===== src/common/issue_pkg.sv =====
`default_nettype none

package issue_pkg;

  localparam int num_units      = 3;            // One entry per unit
  localparam int num_regs       = 64;
  localparam int num_read_ports = 2 * num_units; // Two sources per unit
  localparam int mul_stages     = 3;

  typedef logic [5:0]  tag_t;      // Physical register tag
  typedef logic [15:0] value_t;    // Operand or result
  typedef logic [3:0]  rob_idx_t;  // ROB index, also rollback count
  typedef logic [1:0]  unit_idx_t; // Unit select

  localparam tag_t zero_tag = '0;  // Always ready, never broadcast

  typedef enum logic [1:0] {
    op_add,
    op_sub,
    op_xor,
    op_mul
  } op_t;

  typedef enum logic {
    kind_alu,
    kind_mul
  } unit_kind_t;

  // Units 0 and 1 are ALUs, unit 2 is the multiplier
  localparam unit_kind_t unit_kinds [num_units] = '{kind_alu, kind_alu, kind_mul};

  // Which kind of unit executes an operation
  function automatic unit_kind_t op_kind(input op_t op);
    unit_kind_t kind;
    if (op == op_mul) begin
      kind = kind_mul;
    end else begin
      kind = kind_alu;
    end
    return kind;
  endfunction

endpackage

`default_nettype wire


===== src/rs/reservation_station.sv =====
`timescale 1ns/1ns
`default_nettype none

module reservation_station
  import issue_pkg::*;
(
  input  logic                 clock,
  input  logic                 reset,
  input  logic                 dispatch_en,
  input  op_t                  dispatch_op,
  input  rob_idx_t             dispatch_rob_idx,
  input  tag_t                 dest_tag,
  input  tag_t                 src1_tag,
  input  logic                 src1_ready,
  input  tag_t                 src2_tag,
  input  logic                 src2_ready,
  input  logic [num_units-1:0] unit_free,
  input  logic                 cdb_valid,
  input  tag_t                 cdb_tag,
  input  logic                 rollback_en,
  input  rob_idx_t             rollback_rob_idx,
  input  rob_idx_t             rollback_count,
  output logic                 dispatch_ready,
  output logic [num_units-1:0] issue_valid,
  output op_t                  issue_op       [num_units],
  output tag_t                 issue_dest_tag [num_units],
  output tag_t                 issue_src1_tag [num_units],
  output tag_t                 issue_src2_tag [num_units]
);

  logic [num_units-1:0] busy;
  op_t                  op_q         [num_units];
  rob_idx_t             rob_idx_q    [num_units];
  tag_t                 dest_tag_q   [num_units];
  tag_t                 src1_tag_q   [num_units];
  tag_t                 src2_tag_q   [num_units];
  logic [num_units-1:0] src1_ready_q;
  logic [num_units-1:0] src2_ready_q;
  logic [num_units-1:0] src1_ok;     // Stored ready or woken now
  logic [num_units-1:0] src2_ok;
  logic [num_units-1:0] rolled;      // Inside rollback window
  logic [num_units-1:0] entry_open;  // Free or freeing this cycle
  rob_idx_t             rob_dist     [num_units];
  logic                 match_hit;
  unit_idx_t            match_idx;
  logic                 dispatch_fire;
  logic                 disp_src1_ok;
  logic                 disp_src2_ok;

  always_comb begin
    for (int i = 0; i < num_units; i++) begin
      src1_ok[i] = src1_ready_q[i] ||
                   (cdb_valid && cdb_tag != zero_tag && cdb_tag == src1_tag_q[i]);
      src2_ok[i] = src2_ready_q[i] ||
                   (cdb_valid && cdb_tag != zero_tag && cdb_tag == src2_tag_q[i]);
      issue_valid[i] = busy[i] && src1_ok[i] && src2_ok[i] && unit_free[i];
      entry_open[i]  = !busy[i] || issue_valid[i];
      rob_dist[i]    = rob_idx_q[i] - rollback_rob_idx; // Wraps modulo 16
      rolled[i]      = rollback_en && busy[i] && (rob_dist[i] <= rollback_count);
      issue_op[i]       = op_q[i];
      issue_dest_tag[i] = dest_tag_q[i];
      issue_src1_tag[i] = src1_tag_q[i];
      issue_src2_tag[i] = src2_tag_q[i];
    end
  end

  // Lowest open entry of the right kind
  always_comb begin
    match_hit = 1'b0;
    match_idx = '0;
    for (int i = 0; i < num_units; i++) begin
      if (!match_hit && entry_open[i] && unit_kinds[i] == op_kind(dispatch_op)) begin
        match_hit = 1'b1;
        match_idx = unit_idx_t'(i);
      end
    end
  end

  assign dispatch_ready = match_hit;
  assign dispatch_fire  = dispatch_en && match_hit;

  // A broadcast at the dispatch edge must not be missed
  assign disp_src1_ok = src1_ready || src1_tag == zero_tag ||
                        (cdb_valid && cdb_tag != zero_tag && cdb_tag == src1_tag);
  assign disp_src2_ok = src2_ready || src2_tag == zero_tag ||
                        (cdb_valid && cdb_tag != zero_tag && cdb_tag == src2_tag);

  always_ff @(posedge clock) begin
    for (int i = 0; i < num_units; i++) begin
      if (reset) begin
        busy[i] <= 1'b0;
      end else if (dispatch_fire && match_idx == unit_idx_t'(i)) begin
        busy[i] <= 1'b1;
      end else if (issue_valid[i] || rolled[i]) begin
        busy[i] <= 1'b0;  // Issued or rolled back
      end
    end
  end

  always_ff @(posedge clock) begin
    for (int i = 0; i < num_units; i++) begin
      if (dispatch_fire && match_idx == unit_idx_t'(i)) begin
        op_q[i]         <= dispatch_op;
        rob_idx_q[i]    <= dispatch_rob_idx;
        dest_tag_q[i]   <= dest_tag;
        src1_tag_q[i]   <= src1_tag;
        src2_tag_q[i]   <= src2_tag;
        src1_ready_q[i] <= disp_src1_ok;
        src2_ready_q[i] <= disp_src2_ok;
      end else begin
        src1_ready_q[i] <= src1_ok[i];  // Keep wakeups
        src2_ready_q[i] <= src2_ok[i];
      end
    end
  end

endmodule

`default_nettype wire


===== src/alu_unit.sv =====
`timescale 1ns/1ns
`default_nettype none

module alu_unit
  import issue_pkg::*;
(
  input  logic   clock,
  input  logic   reset,
  input  logic   issue_valid,
  input  op_t    issue_op,
  input  tag_t   issue_dest_tag,
  input  value_t operand_a,
  input  value_t operand_b,
  input  logic   grant,
  output logic   unit_free,
  output logic   result_valid,
  output tag_t   result_tag,
  output value_t result_value
);

  value_t alu_out;

  always_comb begin
    case (issue_op)
      op_add:  alu_out = operand_a + operand_b;
      op_sub:  alu_out = operand_a - operand_b;
      op_xor:  alu_out = operand_a ^ operand_b;
      default: alu_out = '0;  // Multiplies never come here
    endcase
  end

  // Free when empty or the held result leaves this cycle
  assign unit_free = !result_valid || grant;

  always_ff @(posedge clock) begin
    if (reset) begin
      result_valid <= 1'b0;
    end else if (issue_valid) begin
      result_valid <= 1'b1;
    end else if (grant) begin
      result_valid <= 1'b0;
    end
  end

  always_ff @(posedge clock) begin
    if (issue_valid) begin
      result_tag   <= issue_dest_tag;
      result_value <= alu_out;
    end
  end

endmodule

`default_nettype wire


===== src/cdb_arbiter.sv =====
`timescale 1ns/1ns
`default_nettype none

module cdb_arbiter
  import issue_pkg::*;
(
  input  logic                 clock,
  input  logic                 reset,
  input  logic [num_units-1:0] result_valid,
  input  tag_t                 result_tag   [num_units],
  input  value_t               result_value [num_units],
  output logic [num_units-1:0] grant,
  output logic                 cdb_valid,
  output tag_t                 cdb_tag,
  output value_t               cdb_value
);

  unit_idx_t last_grant;  // Search starts just after this one
  unit_idx_t grant_idx;
  logic      any_grant;

  always_comb begin
    unit_idx_t cand;
    any_grant = 1'b0;
    grant_idx = last_grant;
    for (int k = 1; k <= num_units; k++) begin
      cand = unit_idx_t'((int'(last_grant) + k) % num_units);
      if (!any_grant && result_valid[cand]) begin
        any_grant = 1'b1;
        grant_idx = cand;
      end
    end
    grant = '0;
    if (any_grant) begin
      grant[grant_idx] = 1'b1;
    end
  end

  always_ff @(posedge clock) begin
    if (reset) begin
      cdb_valid  <= 1'b0;
      last_grant <= unit_idx_t'(num_units - 1);  // Unit 0 first
    end else begin
      cdb_valid <= any_grant;
      if (any_grant) begin
        last_grant <= grant_idx;
      end
    end
  end

  always_ff @(posedge clock) begin
    if (any_grant) begin
      cdb_tag   <= result_tag[grant_idx];
      cdb_value <= result_value[grant_idx];
    end
  end

endmodule

`default_nettype wire


===== src/issue_stage.sv =====
`timescale 1ns/1ns
`default_nettype none

module issue_stage
  import issue_pkg::*;
(
  input  logic     clock,
  input  logic     reset,
  input  logic     dispatch_en,
  input  op_t      dispatch_op,
  input  rob_idx_t dispatch_rob_idx,
  input  tag_t     dest_tag,
  input  tag_t     src1_tag,
  input  logic     src1_ready,
  input  tag_t     src2_tag,
  input  logic     src2_ready,
  output logic     dispatch_ready,
  input  logic     rollback_en,
  input  rob_idx_t rollback_rob_idx,
  input  rob_idx_t rollback_count,
  output logic     cdb_valid,
  output tag_t     cdb_tag,
  output value_t   cdb_value
);

  logic [num_units-1:0] unit_free;
  logic [num_units-1:0] issue_valid;
  op_t                  issue_op       [num_units];
  tag_t                 issue_dest_tag [num_units];
  tag_t                 issue_src1_tag [num_units];
  tag_t                 issue_src2_tag [num_units];
  tag_t                 read_tag       [num_read_ports];
  value_t               read_value     [num_read_ports];
  logic [num_units-1:0] result_valid;
  tag_t                 result_tag     [num_units];
  value_t               result_value   [num_units];
  logic [num_units-1:0] grant;

  // Ports 2i and 2i+1 feed unit i
  always_comb begin
    for (int i = 0; i < num_units; i++) begin
      read_tag[2*i]   = issue_src1_tag[i];
      read_tag[2*i+1] = issue_src2_tag[i];
    end
  end

  reservation_station i_reservation_station (
    .clock, .reset, .dispatch_en, .dispatch_op, .dispatch_rob_idx,
    .dest_tag, .src1_tag, .src1_ready, .src2_tag, .src2_ready,
    .unit_free, .cdb_valid, .cdb_tag,
    .rollback_en, .rollback_rob_idx, .rollback_count,
    .dispatch_ready, .issue_valid, .issue_op, .issue_dest_tag,
    .issue_src1_tag, .issue_src2_tag
  );

  phys_regfile i_phys_regfile (
    .clock, .reset,
    .write_en   (cdb_valid),  // CDB writes back
    .write_tag  (cdb_tag),
    .write_value(cdb_value),
    .read_tag, .read_value
  );

  alu_unit i_alu_0 (
    .clock, .reset,
    .issue_valid(issue_valid[0]), .issue_op(issue_op[0]), .issue_dest_tag(issue_dest_tag[0]),
    .operand_a(read_value[0]), .operand_b(read_value[1]), .grant(grant[0]),
    .unit_free(unit_free[0]), .result_valid(result_valid[0]),
    .result_tag(result_tag[0]), .result_value(result_value[0])
  );

  alu_unit i_alu_1 (
    .clock, .reset,
    .issue_valid(issue_valid[1]), .issue_op(issue_op[1]), .issue_dest_tag(issue_dest_tag[1]),
    .operand_a(read_value[2]), .operand_b(read_value[3]), .grant(grant[1]),
    .unit_free(unit_free[1]), .result_valid(result_valid[1]),
    .result_tag(result_tag[1]), .result_value(result_value[1])
  );

  mul_unit i_mul (
    .clock, .reset,
    .issue_valid(issue_valid[2]), .issue_op(issue_op[2]), .issue_dest_tag(issue_dest_tag[2]),
    .operand_a(read_value[4]), .operand_b(read_value[5]), .grant(grant[2]),
    .unit_free(unit_free[2]), .result_valid(result_valid[2]),
    .result_tag(result_tag[2]), .result_value(result_value[2])
  );

  cdb_arbiter i_cdb_arbiter (
    .clock, .reset, .result_valid, .result_tag, .result_value,
    .grant, .cdb_valid, .cdb_tag, .cdb_value
  );

endmodule

`default_nettype wire


===== src/mul_unit.sv =====
`timescale 1ns/1ns
`default_nettype none

module mul_unit
  import issue_pkg::*;
(
  input  logic   clock,
  input  logic   reset,
  input  logic   issue_valid,
  input  op_t    issue_op,
  input  tag_t   issue_dest_tag,
  input  value_t operand_a,
  input  value_t operand_b,
  input  logic   grant,
  output logic   unit_free,
  output logic   result_valid,
  output tag_t   result_tag,
  output value_t result_value
);

  logic [mul_stages-1:0] stage_valid;
  tag_t                  stage_tag [mul_stages];
  logic                  advance;
  logic                  accept;
  value_t                s0_a;
  value_t                s0_b;
  value_t                s1_a;
  logic [7:0]            s1_b_hi;
  value_t                s1_partial;  // a times low byte of b
  logic [7:0]            s1_hi_prod;
  value_t                s2_product;

  // Whole pipe moves only when the last stage is empty or granted
  assign advance   = !stage_valid[mul_stages-1] || grant;
  assign unit_free = advance;
  assign accept    = issue_valid && issue_op == op_mul;

  assign s1_hi_prod = s1_a[7:0] * s1_b_hi;

  always_ff @(posedge clock) begin
    if (reset) begin
      stage_valid <= '0;
    end else if (advance) begin
      stage_valid <= {stage_valid[mul_stages-2:0], accept};
    end
  end

  always_ff @(posedge clock) begin
    if (advance) begin
      stage_tag[0] <= issue_dest_tag;
      for (int s = 1; s < mul_stages; s++) begin
        stage_tag[s] <= stage_tag[s-1];
      end
      s0_a       <= operand_a;
      s0_b       <= operand_b;
      s1_a       <= s0_a;
      s1_b_hi    <= s0_b[15:8];
      s1_partial <= value_t'(s0_a * s0_b[7:0]);
      s2_product <= s1_partial + {s1_hi_prod, 8'h00};  // Low 16 bits only
    end
  end

  assign result_valid = stage_valid[mul_stages-1];
  assign result_tag   = stage_tag[mul_stages-1];
  assign result_value = s2_product;

endmodule

`default_nettype wire


===== src/phys_regfile.sv =====
`timescale 1ns/1ns
`default_nettype none

module phys_regfile
  import issue_pkg::*;
(
  input  logic   clock,
  input  logic   reset,
  input  logic   write_en,
  input  tag_t   write_tag,
  input  value_t write_value,
  input  tag_t   read_tag   [num_read_ports],
  output value_t read_value [num_read_ports]
);

  value_t regs [num_regs];

  // Register p starts out holding p
  always_ff @(posedge clock) begin
    if (reset) begin
      for (int p = 0; p < num_regs; p++) begin
        regs[p] <= value_t'(p);
      end
    end else if (write_en && write_tag != zero_tag) begin
      regs[write_tag] <= write_value;
    end
  end

  // Same-cycle CDB write is forwarded, so an op woken and issued together
  // still sees its operand
  always_comb begin
    for (int k = 0; k < num_read_ports; k++) begin
      if (read_tag[k] == zero_tag) begin
        read_value[k] = '0;
      end else if (write_en && write_tag == read_tag[k]) begin
        read_value[k] = write_value;  // Bypass
      end else begin
        read_value[k] = regs[read_tag[k]];
      end
    end
  end

endmodule

`default_nettype wire


===== config.mk =====
export PLATFORM = sky130hd
export DESIGN_NAME = issue_stage
export DESIGN_NICKNAME = d
export VERILOG_FILES = /design/src/common/issue_pkg.sv /design/src/rs/reservation_station.sv /design/src/alu_unit.sv /design/src/cdb_arbiter.sv /design/src/issue_stage.sv /design/src/mul_unit.sv /design/src/phys_regfile.sv
export SDC_FILE = /design/constraint.sdc
export NUM_CORES = 2
export LEC_CHECK = 0
export BUFFER_PORTS_ARGS = -buffer_cell sky130_fd_sc_hd__buf_2
export CELL_PAD_IN_SITES_DETAIL_PLACEMENT = 0
export CELL_PAD_IN_SITES_GLOBAL_PLACEMENT = 1
export CORE_MARGIN = 3
export CORE_UTILIZATION = 50
export CTS_CLUSTER_DIAMETER = 120
export DETAILED_ROUTE_END_ITERATION = 6
export PLACE_DENSITY = 0.89
export SYNTH_ARGS = -nofsm -noshare
export SYNTH_HDL_FRONTEND = slang
export SYNTH_SLANG_ARGS = --single-unit

===== constraint.sdc =====
create_clock -name clock -period 5.45 [get_ports clock]
set_input_delay 1.09 -clock clock [delete_from_list [all_inputs] [get_ports clock]]
set_output_delay 1.09 -clock clock [all_outputs]
set_load 0.005 [all_outputs]

==> reports/results.txt <==
Setup TNS: -167 ps
Max-Cap Viols: 1
Max incr delay on CP: 470 ps
Final Hold Viols: 0
Drt wl/cell: 49.9 µm
Routability cong.: 1.07
Pre-CTS setup slack: -412 ps
Peak VDD IR: 0.524 mV
Slew @ Worst Pin: 1480 ps
Clk sinks: 1277
Final WL: 544000 µm
Post-synth EDFFs: 1260
Seq/Total Area, Yosys: 36.4%
Leading area contributor after synthesis: edfxtp_1
Final setup viols: 3
Mapped Area: 105000 µm²
First-pass GRT wire length: 727000 µm
Critical Path AT: 6080 ps
Root Driver: clkbuf_16
Initial Util: 50.5%
Die Wd: 464 µm
CTS tree: done
# IOs: 62
Final min period: 5540 ps
Non-Filler Instances: 10.9k
Crit start category: flip-flop
Area share of the largest cell type after synthesis: 36.0%
Setup ws final: -93.9 ps
Fill count: 16.1k
Yosys warning count: 0
Total congestion overflow: 0
Status: complete, but fails checks
Largest fanout on the critical path: 9
Core area: 208000 µm²
Layout Nets: 8107
F_max: 0.180 GHz
DP HPWL: 386000 µm
Critical path class: reg2reg
Fraction of layout cells with a size suffix above 1: 42.1%
Syn_area_per_cell: 14.4 µm²
Crit-path slowest cell: edfxtp_1
Failing checks: max-capacitance violations, negative setup slack
Maximum clock path buffer count: 3
Dpl cells: 10.4k
RSZ-0062 raised after global routing: yes
Netlist cell types: 89
DRC: 0
Worst-skew pair later-pin latency: 880 ps
Max Clock Skew: 69.2 ps
1st-pass router iterations: 7
DIE AREA: 215000 µm²
Rel. slew slack: 1.02%
Static leakage: 0.0436 µW
DR vias: 85.5k
H-tree depth: 4
IO buf count: 61
Post-Syn Instances: 7293
Remaining antenna violation count: 0
Die span in y: 464 µm
WP data required: 5980 ps
Pwr Total: 32700 µW
Main area contributors after synthesis: edfxtp_1, mux4_2, and2_1
Gr usage total: 50.0%
DRT iter0 DRCs: 16.6k
Vias per cell: 7.85
Clk slew on worst S/H paths: 60 ps
Period utilization: 102%
Seq cells post-synth: 1277
Pins over their slew limit: 0
Area grow syn2layout: 16.1%
Row count: 167
Async SR Flop Fraction: 0%
Pwr dens: 268 nW/µm²
CP Capture Type: flip-flop
Initial antenna violation count: 105
Util after Layout: 58.6%
TritonCTS Buffers: 153
Vias in the first global route: 81.6k
Hold Crit Class: reg2reg
Top FF cell, synth: edfxtp_1
Largest net degree at the start of global routing: 77
-- registers in the layout, indices dropped and copies added (netlist names), 8 cells and up --
name,cells
i_alu_0.result_value,16
i_alu_1.result_value,16
i_cdb_arbiter.cdb_value,16
i_mul.result_value,16
i_mul.s0_a,16
i_mul.s0_b,16
i_mul.s1_a,8
i_mul.s1_b_hi,8
i_mul.s1_partial,16
i_mul.stage_tag,18
i_phys_regfile.regs,1024
i_reservation_station.dest_tag_q,18
i_reservation_station.rob_idx_q,12
i_reservation_station.src1_tag_q,18
i_reservation_station.src2_tag_q,18
-- cells by family after synthesis --
family | Yosys count | share of synthesized area (%)
xor gates and xnor gates | 180 | 1.50
and+or+nand+nor | 1842 | 9.93
muxes | 2233 | 41.2
other | 1 | 0.00357
buffers and inverters | 935 | 4.03
AOI/OAI and AO/OA | 645 | 4.21
DFF | 1277 | 36.4
adders and majority gates | 180 | 2.70
-- report_power, final --
part	internal, µW	switching, µW
clock	6290	4670
sequential	11500	572
combinational	4000	5680
total	21800	10900
-- final timing paths --
kind / slack, ps / cells past startpoint / to / startpoint
setup reg to reg: -90 / 26 / i_alu_0.result_value[13]$_DFFE_PP_ / i_reservation_station.src2_tag_q[0][0]$_DFFE_PP_
setup / recovery: -90 / 26 / i_alu_0.result_value[13]$_DFFE_PP_ / i_reservation_station.src2_tag_q[0][0]$_DFFE_PP_
hold / removal: 410 / 0 / i_alu_1.result_tag[1]$_DFFE_PP_ / i_reservation_station.dest_tag_q[1][1]$_DFFE_PP_
hold reg to reg: 410 / 0 / i_alu_1.result_tag[1]$_DFFE_PP_ / i_reservation_station.dest_tag_q[1][1]$_DFFE_PP_
-- timing repair --
item | CTS | global route
hold buffers | 0 | 0
resized for setup | 74 | 108
pin swaps | 26 | 25
setup endpoints to repair | 13 | 14
hold endpoints to repair | 0 | 0
setup buffers | 12 | 59
gates cloned | 4 | 6
-- layout by cell type, fill, tap and decap left out, drive strengths merged, types with 106 or more instances in the layout --
| cell type | count |
|---|---|
| mux4 | 1665 |
| clkbuf | 185 |
| nor2 | 202 |
| or3 | 196 |
| mux2i | 498 |
| xnor2 | 106 |
| inv | 149 |
| a21oi | 120 |
| nand2 | 210 |
| edfxtp | 1260 |
| buf | 1210 |
| a22oi | 149 |
| and2 | 910 |
-- through the flow --
| stage | cell area, µm² | hold WS [ps] |
|---|---|---|
| 3_3_place_gp | 115000 | 402 |
| 6_report | 122000 | 414 |
| 3_5_place_dp | 115000 | 405 |
| 5_1_grt | 122000 | 417 |
| 2_1_floorplan | 105000 | 400 |
| 4_1_cts | 121000 | 414 |
-- final cells by class --
cell class	count	area, µm²	share of cell area (%)
inverter	142	536	0.440
multi-input combinational	5096	63100	51.8
antenna	93	233	0.191
tap	2788	3490	2.86
timing repair buffer	1219	11100	9.08
clock buffer	179	4020	3.30
sequential	1277	38200	31.3
clock inverter	102	1200	0.988
-- critical path, delay by kind of cell (launching register included) --
family,cells,cell delay [ps]
multiplexers,1,230
XOR/XNOR,2,320
flip-flops,1,470
buffers and inverters,7,1050
AO/OA/AOI/OAI,10,1990
AND/OR/NAND/NOR,5,810
adder cells (fa/ha/maj),1,320
-- cells in the mapped netlist (29+ instances only) --
master	n
o21ai_0	99
mux2_2	70
buf_2	108
nand2_1	209
xnor2_1	106
a22oi_1	148
buf_1	111
nor2b_1	33
clkbuf_1	488
mux2i_1	498
a221oi_1	29
buf_6	40
inv_1	138
edfxtp_1	1260
buf_4	34
mux4_2	1661
nor2_1	201
or2_2	74
o22ai_1	44
and2_1	909
xor2_1	74
a21oi_1	120
ha_1	102
nand3_1	98
fa_1	78
or3_1	196
-- per-layer routing --
metal / up-vias / GRT usage [%] / wire, µm
li1: 31100 / - / -
met1: 43700 / 59.9 / 174000
met2: 8627 / 69.2 / 225000
met3: 2119 / 23.0 / 88200
met4: 50 / 40.0 / 56600
met5: - / 1.80 / 555
No activity file was read; power rests on OpenSTA's default activity.
